$ cat src/common/cpu8_config.svh
`ifndef CPU8_CONFIG_SVH
`define CPU8_CONFIG_SVH

// Bus widths
`define CPU8_DATA_W 8
`define CPU8_ADDR_W 16

// Start vector bytes, high byte first
`define CPU8_VEC_H 16'h0000
`define CPU8_VEC_L 16'h0001

// Register counts
`define CPU8_NUM_DREGS 8
`define CPU8_NUM_AREGS 4

// Full opcodes
`define CPU8_OP_NOP 8'h00
`define CPU8_OP_TAB 8'h08
`define CPU8_OP_LDI 8'h0A
`define CPU8_OP_CMP 8'h50

// Opcode prefixes, upper bits only
`define CPU8_OP_LDR 6'b0000_01
`define CPU8_OP_STR 6'b0000_11
`define CPU8_OP_TRB 4'h1
`define CPU8_OP_TRA 4'h2
`define CPU8_OP_TAR 4'h3
`define CPU8_OP_ALU 4'h4
`define CPU8_OP_BR 4'h5

// ALU operations, low opcode nibble
`define CPU8_ALU_ADD 4'h0
`define CPU8_ALU_SUB 4'h1
`define CPU8_ALU_AND 4'h2
`define CPU8_ALU_ORA 4'h3
`define CPU8_ALU_NOT 4'h4
`define CPU8_ALU_EOR 4'h5
`define CPU8_ALU_LSL 4'h6
`define CPU8_ALU_LSR 4'h7
`define CPU8_ALU_ROL 4'h8
`define CPU8_ALU_ROR 4'h9

// Branch conditions
`define CPU8_COND_ALW 2'b01
`define CPU8_COND_LT 2'b10
`define CPU8_COND_EQ 2'b11

`endif

$ cat src/common/cpu8_pkg.sv
`include "cpu8_config.svh"

package cpu8_pkg;

	typedef logic [`CPU8_DATA_W-1:0] byte_t;
	typedef logic [`CPU8_ADDR_W-1:0] addr_t;

	// 0-7 data registers, 8-15 address register bytes, low byte first
	typedef logic [3:0] reg_sel_t;
	typedef logic [1:0] areg_sel_t;
	typedef logic [3:0] alu_op_t;

	typedef enum logic [3:0] {
		CLS_NOP,
		CLS_TAB,
		CLS_LDI,
		CLS_LDR,
		CLS_STR,
		CLS_TRB,
		CLS_TRA,
		CLS_TAR,
		CLS_ALU,
		CLS_CMP,
		CLS_BRREL,
		CLS_BRIND
	} inst_class_t;

	typedef enum logic [2:0] {
		ST_VEC_H,
		ST_VEC_L,
		ST_FETCH,
		ST_DECODE,
		ST_OPERAND,
		ST_MEM,
		ST_EXEC
	} seq_state_t;

endpackage

$ cat src/control/opcode_decode.sv
`timescale 1ns/100ps
`include "cpu8_config.svh"

module opcode_decode (
	input cpu8_pkg::byte_t opcode,
	output cpu8_pkg::inst_class_t cls,
	output cpu8_pkg::reg_sel_t rsel,
	output cpu8_pkg::areg_sel_t areg,
	output cpu8_pkg::alu_op_t op,
	output logic [1:0] cond
);

	logic [3:0] hi;

	assign hi = opcode[7:4];
	assign rsel = opcode[3:0];
	assign areg = opcode[1:0];
	assign op = opcode[3:0];

	// Relative branch keeps its condition low, indirect one above the register
	assign cond = (opcode[3:2] == 2'b00) ? opcode[1:0] : opcode[3:2];

	always_comb begin
		cls = cpu8_pkg::CLS_NOP;
		if (opcode == `CPU8_OP_TAB) begin
			cls = cpu8_pkg::CLS_TAB;
		end else if (opcode == `CPU8_OP_LDI) begin
			cls = cpu8_pkg::CLS_LDI;
		end else if (opcode[7:2] == `CPU8_OP_LDR) begin
			cls = cpu8_pkg::CLS_LDR;
		end else if (opcode[7:2] == `CPU8_OP_STR) begin
			cls = cpu8_pkg::CLS_STR;
		end else if (hi == `CPU8_OP_TRB) begin
			cls = cpu8_pkg::CLS_TRB;
		end else if (hi == `CPU8_OP_TRA) begin
			cls = cpu8_pkg::CLS_TRA;
		end else if (hi == `CPU8_OP_TAR) begin
			cls = cpu8_pkg::CLS_TAR;
		end else if (hi == `CPU8_OP_ALU) begin
			if (opcode[3:0] <= `CPU8_ALU_ROR) begin
				cls = cpu8_pkg::CLS_ALU;
			end
		end else if (opcode == `CPU8_OP_CMP) begin
			cls = cpu8_pkg::CLS_CMP;
		end else if (hi == `CPU8_OP_BR) begin
			if (opcode[3:2] == 2'b00) begin
				cls = cpu8_pkg::CLS_BRREL;
			end else begin
				cls = cpu8_pkg::CLS_BRIND;
			end
		end
	end

endmodule

$ cat src/control/sequencer.sv
`timescale 1ns/100ps
`include "cpu8_config.svh"

module sequencer (
	input logic clk,
	input logic rst,
	input cpu8_pkg::byte_t rdata,
	output cpu8_pkg::byte_t opcode,
	input cpu8_pkg::inst_class_t cls,
	input cpu8_pkg::areg_sel_t areg,
	input logic [1:0] cond,
	input cpu8_pkg::addr_t pointer,
	input logic eq_flag,
	input logic lt_flag,
	input cpu8_pkg::byte_t acc,
	output cpu8_pkg::addr_t addr,
	output logic rd,
	output logic wr,
	output cpu8_pkg::byte_t wdata,
	output logic a_load,
	output logic a_src,
	output logic b_load,
	output logic reg_write,
	output logic alu_exec,
	output logic cmp_exec,
	output cpu8_pkg::byte_t load_data
);

	cpu8_pkg::seq_state_t state;
	cpu8_pkg::addr_t pc;
	cpu8_pkg::byte_t opcode_q;
	cpu8_pkg::addr_t offset;
	logic [1:0] cnt;
	logic taken;
	logic in_exec;

	// Opcode is live off the bus while decoding, then held
	assign opcode = (state == cpu8_pkg::ST_DECODE) ? rdata : opcode_q;
	assign in_exec = (state == cpu8_pkg::ST_EXEC);
	assign load_data = rdata;
	assign wdata = acc;

	assign taken = (cond == `CPU8_COND_ALW) ||
		(cond == `CPU8_COND_LT && lt_flag) ||
		(cond == `CPU8_COND_EQ && eq_flag);

	// Strobes to the datapath
	assign a_load = in_exec && (cls == cpu8_pkg::CLS_LDI || cls == cpu8_pkg::CLS_LDR ||
		cls == cpu8_pkg::CLS_TRA);
	assign a_src = (cls == cpu8_pkg::CLS_TRA) || (cls == cpu8_pkg::CLS_TRB);
	assign b_load = in_exec && (cls == cpu8_pkg::CLS_TAB || cls == cpu8_pkg::CLS_TRB);
	assign reg_write = in_exec && (cls == cpu8_pkg::CLS_TAR);
	assign alu_exec = in_exec && (cls == cpu8_pkg::CLS_ALU);
	assign cmp_exec = in_exec && (cls == cpu8_pkg::CLS_CMP);

	// Bus drive
	always_comb begin
		rd = 1'b0;
		wr = 1'b0;
		addr = pc;
		case (state)
			cpu8_pkg::ST_VEC_H: begin
				rd = (cnt == 2'd1);
				addr = `CPU8_VEC_H;
			end
			cpu8_pkg::ST_VEC_L: begin
				rd = (cnt == 2'd0);
				addr = `CPU8_VEC_L;
			end
			cpu8_pkg::ST_FETCH: rd = 1'b1;
			cpu8_pkg::ST_OPERAND: begin
				rd = (cnt != 2'd2);
				addr = pc + 16'd1 + 16'(cnt);
			end
			cpu8_pkg::ST_MEM: begin
				rd = 1'b1;
				addr = pointer;
			end
			cpu8_pkg::ST_EXEC: begin
				wr = (cls == cpu8_pkg::CLS_STR);
				if (wr) begin
					addr = pointer;
				end
			end
			default: addr = pc;
		endcase
	end

	always_ff @(posedge clk or negedge rst) begin
		if (!rst) begin
			state <= cpu8_pkg::ST_VEC_H;
			pc <= '0;
			cnt <= '0;
			opcode_q <= '0;
			offset <= '0;
		end else begin
			case (state)
				cpu8_pkg::ST_VEC_H: begin
					// One idle cycle out of reset, then the first read
					cnt <= cnt + 2'd1;
					if (cnt == 2'd1) begin
						cnt <= '0;
						state <= cpu8_pkg::ST_VEC_L;
					end
				end
				cpu8_pkg::ST_VEC_L: begin
					if (cnt == 2'd0) begin
						pc[15:8] <= rdata;
						cnt <= 2'd1;
					end else begin
						pc[7:0] <= rdata;
						cnt <= '0;
						state <= cpu8_pkg::ST_FETCH;
					end
				end
				cpu8_pkg::ST_FETCH: state <= cpu8_pkg::ST_DECODE;
				cpu8_pkg::ST_DECODE: begin
					opcode_q <= rdata;
					cnt <= '0;
					case (cls)
						cpu8_pkg::CLS_LDI, cpu8_pkg::CLS_BRREL: state <= cpu8_pkg::ST_OPERAND;
						cpu8_pkg::CLS_LDR: state <= cpu8_pkg::ST_MEM;
						default: state <= cpu8_pkg::ST_EXEC;
					endcase
				end
				cpu8_pkg::ST_OPERAND: begin
					// Branch offset arrives high byte first
					if (cls == cpu8_pkg::CLS_BRREL) begin
						cnt <= cnt + 2'd1;
						if (cnt == 2'd1) begin
							offset[15:8] <= rdata;
						end
						if (cnt == 2'd2) begin
							offset[7:0] <= rdata;
							state <= cpu8_pkg::ST_EXEC;
						end
					end else begin
						state <= cpu8_pkg::ST_EXEC;
					end
				end
				cpu8_pkg::ST_MEM: state <= cpu8_pkg::ST_EXEC;
				cpu8_pkg::ST_EXEC: begin
					state <= cpu8_pkg::ST_FETCH;
					case (cls)
						cpu8_pkg::CLS_LDI: pc <= pc + 16'd2;
						cpu8_pkg::CLS_BRREL: pc <= taken ? pc + 16'd2 + offset : pc + 16'd3;
						cpu8_pkg::CLS_BRIND: pc <= taken ? pointer : pc + 16'd1;
						default: pc <= pc + 16'd1;
					endcase
				end
				default: state <= cpu8_pkg::ST_FETCH;
			endcase
		end
	end

endmodule

$ cat src/verilog/alu.sv
`timescale 1ns/100ps
`include "cpu8_config.svh"

module alu (
	input logic clk,
	input logic rst,
	input cpu8_pkg::alu_op_t op,
	input logic exec,
	input logic cmp,
	input logic a_load,
	input logic a_src,
	input logic b_load,
	input cpu8_pkg::byte_t load_data,
	input cpu8_pkg::byte_t rbyte,
	output cpu8_pkg::byte_t a,
	output logic eq_flag,
	output logic lt_flag
);

	cpu8_pkg::byte_t b;
	cpu8_pkg::byte_t result;
	logic [2:0] sh;
	logic [15:0] rot_l;
	logic [15:0] rot_r;

	assign sh = b[2:0];
	// Doubled word so a plain shift gives the rotate
	assign rot_l = {a, a} << sh;
	assign rot_r = {a, a} >> sh;

	always_comb begin
		case (op)
			`CPU8_ALU_ADD: result = a + b;
			`CPU8_ALU_SUB: result = a - b;
			`CPU8_ALU_AND: result = a & b;
			`CPU8_ALU_ORA: result = a | b;
			`CPU8_ALU_NOT: result = ~a;
			`CPU8_ALU_EOR: result = a ^ b;
			`CPU8_ALU_LSL: result = a << sh;
			`CPU8_ALU_LSR: result = a >> sh;
			`CPU8_ALU_ROL: result = rot_l[15:8];
			`CPU8_ALU_ROR: result = rot_r[7:0];
			default: result = a;
		endcase
	end

	always_ff @(posedge clk or negedge rst) begin
		if (!rst) begin
			a <= '0;
			b <= '0;
			eq_flag <= 1'b0;
			lt_flag <= 1'b0;
		end else begin
			if (a_load) begin
				a <= a_src ? rbyte : load_data;
			end else if (exec) begin
				a <= result;
			end
			// TAB copies a, TRB takes the register byte
			if (b_load) begin
				b <= a_src ? rbyte : a;
			end
			if (cmp) begin
				eq_flag <= (a == b);
				lt_flag <= (a < b);
			end
		end
	end

endmodule

$ cat src/verilog/cpu8_top.sv
`timescale 1ns/100ps

module cpu8_top (
	input logic clk,
	input logic rst,
	output cpu8_pkg::addr_t addr,
	output logic rd,
	output logic wr,
	output cpu8_pkg::byte_t wdata,
	input cpu8_pkg::byte_t rdata
);

	cpu8_pkg::byte_t opcode;
	cpu8_pkg::inst_class_t cls;
	cpu8_pkg::reg_sel_t rsel;
	cpu8_pkg::areg_sel_t areg;
	cpu8_pkg::alu_op_t op;
	logic [1:0] cond;
	cpu8_pkg::addr_t pointer;
	cpu8_pkg::byte_t rbyte;
	cpu8_pkg::byte_t acc;
	cpu8_pkg::byte_t load_data;
	logic eq_flag;
	logic lt_flag;
	logic a_load;
	logic a_src;
	logic b_load;
	logic reg_write;
	logic alu_exec;
	logic cmp_exec;

	sequencer u_seq (
		.clk(clk), .rst(rst), .rdata(rdata),
		.opcode(opcode), .cls(cls), .areg(areg), .cond(cond),
		.pointer(pointer), .eq_flag(eq_flag), .lt_flag(lt_flag), .acc(acc),
		.addr(addr), .rd(rd), .wr(wr), .wdata(wdata),
		.a_load(a_load), .a_src(a_src), .b_load(b_load), .reg_write(reg_write),
		.alu_exec(alu_exec), .cmp_exec(cmp_exec), .load_data(load_data)
	);

	opcode_decode u_dec (
		.opcode(opcode), .cls(cls), .rsel(rsel), .areg(areg), .op(op), .cond(cond)
	);

	register_file u_regs (
		.clk(clk), .rst(rst), .rsel(rsel), .wdata_in(acc), .write(reg_write),
		.rbyte(rbyte), .areg(areg), .pointer(pointer)
	);

	alu u_alu (
		.clk(clk), .rst(rst), .op(op), .exec(alu_exec), .cmp(cmp_exec),
		.a_load(a_load), .a_src(a_src), .b_load(b_load), .load_data(load_data),
		.rbyte(rbyte), .a(acc), .eq_flag(eq_flag), .lt_flag(lt_flag)
	);

endmodule

$ cat src/verilog/register_file.sv
`timescale 1ns/100ps
`include "cpu8_config.svh"

module register_file (
	input logic clk,
	input logic rst,
	input cpu8_pkg::reg_sel_t rsel,
	input cpu8_pkg::byte_t wdata_in,
	input logic write,
	output cpu8_pkg::byte_t rbyte,
	input cpu8_pkg::areg_sel_t areg,
	output cpu8_pkg::addr_t pointer
);

	cpu8_pkg::byte_t dregs [`CPU8_NUM_DREGS];
	cpu8_pkg::addr_t aregs [`CPU8_NUM_AREGS];

	// Index bits for the address register half
	logic [1:0] asel;
	logic hi_byte;

	assign asel = rsel[2:1];
	assign hi_byte = rsel[0];

	always_ff @(posedge clk or negedge rst) begin
		if (!rst) begin
			for (int i = 0; i < `CPU8_NUM_DREGS; i++) begin
				dregs[i] <= '0;
			end
			for (int j = 0; j < `CPU8_NUM_AREGS; j++) begin
				aregs[j] <= '0;
			end
		end else if (write) begin
			if (!rsel[3]) begin
				dregs[rsel[2:0]] <= wdata_in;
			end else if (hi_byte) begin
				aregs[asel][15:8] <= wdata_in;
			end else begin
				aregs[asel][7:0] <= wdata_in;
			end
		end
	end

	// Byte read for TRA and TRB
	always_comb begin
		if (!rsel[3]) begin
			rbyte = dregs[rsel[2:0]];
		end else if (hi_byte) begin
			rbyte = aregs[asel][15:8];
		end else begin
			rbyte = aregs[asel][7:0];
		end
	end

	assign pointer = aregs[areg];

endmodule

$ cat config.mk
export PLATFORM = sky130hd
export DESIGN_NAME = cpu8_top
export DESIGN_NICKNAME = d
export VERILOG_FILES = /design/src/common/cpu8_pkg.sv /design/src/control/opcode_decode.sv /design/src/control/sequencer.sv /design/src/verilog/alu.sv /design/src/verilog/cpu8_top.sv /design/src/verilog/register_file.sv
export VERILOG_INCLUDE_DIRS = /design/src /design/src/common
export SDC_FILE = /design/constraint.sdc
export NUM_CORES = 1
export LEC_CHECK = 0
export ABC_AREA = 1
export BUFFER_PORTS_ARGS = -buffer_cell sky130_fd_sc_hd__clkbuf_2
export CORE_MARGIN = 2
export CORE_UTILIZATION = 36
export CTS_BUF_LIST = sky130_fd_sc_hd__clkbuf_8 sky130_fd_sc_hd__clkbuf_16
export DETAILED_ROUTE_END_ITERATION = 12
export HOLD_SLACK_MARGIN = 0.12
export PLACE_DENSITY = 0.59
export SYNTH_ARGS = -nofsm -noshare
export SYNTH_HDL_FRONTEND = slang
export SYNTH_SLANG_ARGS = --single-unit
$ cat constraint.sdc
create_clock -name clk -period 4.6 [get_ports clk]
set_input_delay 0.69 -clock clk [delete_from_list [all_inputs] [get_ports clk]]
set_output_delay 0.69 -clock clk [all_outputs]
set_load 0.01 [all_outputs]
==> results.sh <==
export IMPL_max_freq_mhz=232.1
export IMPL_vias=15641
export IMPL_post_synth_cell_area_avg_um2=6.492
export IMPL_finalSetupViolations=0
export IMPL_critical_path_arrival_ns=3.62
export IMPL_end_of_flow_core_utilization_pct=39.75
export IMPL_fillerInstances=4468
export IMPL_max_slew_margin_rel_pct=39.44
export IMPL_timing_setup_tns_ns=0
export IMPL_whs_ns=0.3563
export IMPL_drt_iter0_drc=1736
export IMPL_drt_wirelength_per_cell_um=20.16
export IMPL_area_sequential_mm2=0.004781
export IMPL_required_time_of_the_critical_path_ns=3.91
export IMPL_power_density_mw_per_mm2=755.9
export IMPL_synth_async_sr_flop_share_pct=100.0
export IMPL_dr_pass1_iters=5
export IMPL_tightest_slew_ns=0.9084
export IMPL_die_width_um=208.5
export IMPL_grt_pass1_vias=14812
export IMPL_synth_top_area_share_pct=31.76
export IMPL_maximum_fanout_along_the_worst_path=28
export IMPL_globalRouteTotalUtil_pct=26.46
export IMPL_finClkSkew_ns=0.02182
export IMPL_hold_class="in -> async"
export IMPL_worst_skew_pair_latency_ns=0.47
export IMPL_detailed_place_hpwl_mm=43.05
export IMPL_power_leakage_uw=0.008137
export IMPL_crit_path_end_kind="primary output"
export IMPL_grt_pass1_wl_mm=88.78
export IMPL_max_clock_path_buffers=2
export IMPL_full_die_area_mm2=0.04345
export IMPL_synth_net_count=2381
export IMPL_setup_repair_after_global_routing_missed_its_margin="false"
export IMPL_cts_hold_buffers=0
export IMPL_die_h_um=208.5
export IMPL_status="finished clean"
export IMPL_place_port_buffers=35
export IMPL_post_synth_instance_area_mm2=0.01505
export IMPL_tritoncts_num_buffers=17
export IMPL_post_cts_buffers=0
export IMPL_finalCriticalPeriod_ns=4.308
export IMPL_proportion_of_synthesized_chip_area_in_sequential_cells_pct=31.76
export IMPL_timing_critical_path_from_type="flip-flop"
export IMPL_htree_levels=4
export IMPL_drt_vias_per_instance=5.482
export IMPL_clk_transition_reported_paths_ns=0.08
export IMPL_core_area_mm2=0.04102
export IMPL_detailedPlace_worstSlack_ns=0.6511
export IMPL_finalHoldViolations=0
export IMPL_timing_max_transition_violations_final=0
export IMPL_area_growth_synth_to_final_pct=8.348
export IMPL_floorplan_io_pins=36
export IMPL_drv_max_cap_violation_count=0
export IMPL_clock_sink_count=191
export IMPL_layout_setup_ws_ns=0.2924
export IMPL_number_of_warnings_reported_in_the_yosys_synthesis_log=0
export IMPL_fraction_of_final_layout_cells_sized_beyond_drive_strength_1_pct=7.798
export IMPL_synth_largest_area_cell="dfrtp_1"
export IMPL_remaining_drc_errors=0
export IMPL_final_period_utilization_pct=93.64
export IMPL_grt_antenna_before_repair=0
export IMPL_grt_overflow=0
export IMPL_place_gp_congestion=0.9668
export IMPL_antenna_cells=0
export IMPL_initial_core_util_pct=36.69
export IMPL_postSynthRegisterBits=191
export IMPL_area_used_by_multi_input_combinational_logic_mm2=0.008785
export IMPL_synthCells=2318
export IMPL_detail_route_wirelength_mm=57.51
export IMPL_cts_tree="built"
export IMPL_core_rowCount=74
export IMPL_netlist_top_cells_area="dfrtp_1, nand2_1, o21ai_0"
export IMPL_synth_enable_flop_cells=0
export IMPL_ys_types=53
export IMPL_nets=2372
export IMPL_critical_path_class="reg -> out"
export IMPL_synth_flop_cell="dfrtp_1"
export IMPL_grt_max_degree=99
export IMPL_ant_nets=0
export IMPL_cts_root_buf="clkbuf_16"
export IMPL_ir_worst_vdd_uv=402.5
-- per-layer routing --
layer  track usage (%)  vias up  wire (µm)
met1             35.26     7481      25220
li1                  -     7481          -
met2             43.90      575      26930
met4             10.22        0       2125
met3             3.079      104       3231
met5                 0        -          0
-- flip-flops by register name (all words and copies together), names as in the netlist --
name	flops
u_alu.a	8
u_seq.state	3
u_alu.lt_flag	1
u_regs.dregs	64
u_alu.b	8
u_seq.offset	16
u_seq.pc	16
u_seq.cnt	2
u_regs.aregs	64
u_alu.eq_flag	1
u_seq.opcode_q	8
-- power by group --
group | total [µW] | internal (µW) | switching (µW) | leakage [µW]
Sequential | 2470 | 1980 | 491 | 0.00255
Clock | 1540 | 732 | 810 | 0.000285
Combinational | 8320 | 2270 | 6050 | 0.00530
-- cell type report --
class / instances / area share [%]
Timing Repair Buffer: 67 / 2.678
Clock buffer: 17 / 2.609
Multi-Input combinational cell: 1754 / 53.88
Inverter: 278 / 6.423
Sequential cell: 191 / 29.32
Clock inverter: 14 / 1.005
Tap cell: 532 / 4.083
-- worst paths after layout --
kind                                         startpoint                           end  slack [ns]  cells after the start
min in group clk           u_regs.dregs[29]$_DFFE_PN0P_  u_regs.dregs[29]$_DFFE_PN0P_        0.48                      2
setup / recovery             u_seq.state[1]$_DFFE_PN0P_                       addr[9]        0.29                     11
hold / removal                                      rst  u_regs.dregs[48]$_DFFE_PN0P_        0.36                      1
max in group asynchronous                           rst  u_regs.aregs[23]$_DFFE_PN0P_        3.29                      2
setup reg to reg             u_seq.state[1]$_DFFE_PN0P_       u_seq.pc[5]$_DFFE_PN0P_        0.71                     14
hold reg to reg            u_regs.dregs[29]$_DFFE_PN0P_  u_regs.dregs[29]$_DFFE_PN0P_        0.48                      2
-- synthesized netlist by cell type (all sizes together) (18+ instances only) --
| library cell | count |
|---|---|
| o21ai | 236 |
| nand3 | 169 |
| clkbuf | 56 |
| xor2 | 35 |
| nor2 | 190 |
| buf | 39 |
| a21oi | 97 |
| nand2 | 789 |
| a22oi | 22 |
| ha | 49 |
| nand4 | 59 |
| nor3 | 18 |
| inv | 275 |
| dfrtp | 191 |
-- worst max-delay path: stages, from the launching register on --
cell and delay (ns):
dfrtp_1 0.64, nand3_4 0.28, nand2_1 0.30, nand2_4 0.24, nand2_1 0.30, inv_2 0.24, nand2_1 0.11, nand4_1 0.37
a21oi_1 0.25, o21ai_0 0.10, o2111ai_1 0.12, clkbuf_2 0.18
-- layout by cell type (no fill, tap or decap), drive strengths merged, types with 22 or more instances in the layout --
cell type  Yosys  routed
nand2        789     789
inv          275     283
o21ai        236     236
dfrtp        191     191
nor2         190     190
nand3        169     169
a21oi         97      97
nand4         59      59
clkbuf        56      52
ha            49      49
xor2          35      35
buf           39      32
a22oi         22      22
-- per-stage QoR --
step | total power, µW | instances | cell area [µm²]
2_1_floorplan | 7843 | 2318 | 15050
3_3_place_gp | 10580 | 2822 | 15710
3_5_place_dp | 10610 | 2822 | 15710
4_1_cts | 12180 | 2853 | 16300
5_1_grt | 13220 | 2853 | 16300
6_report | 12330 | 2853 | 16300
-- logic make-up (layout without fill, tap and decap cells) --
logic type | Yosys count | count (layout) | synth area share (%)
simple gates | 1246 | 1246 | 35.77
compound gates | 404 | 404 | 14.94
buf+inv | 373 | 376 | 9.878
flops | 191 | 191 | 31.76
fa+ha+maj | 53 | 53 | 4.606
xor+xnor | 42 | 42 | 2.444
mux | 9 | 9 | 0.5987
-- what timing repair did --
item                                   CTS  global route
setup endpoints to repair                0             3
endpoints found under the hold margin    0             0
resized for setup                        0             1
(Power assumes the default switching activity.)
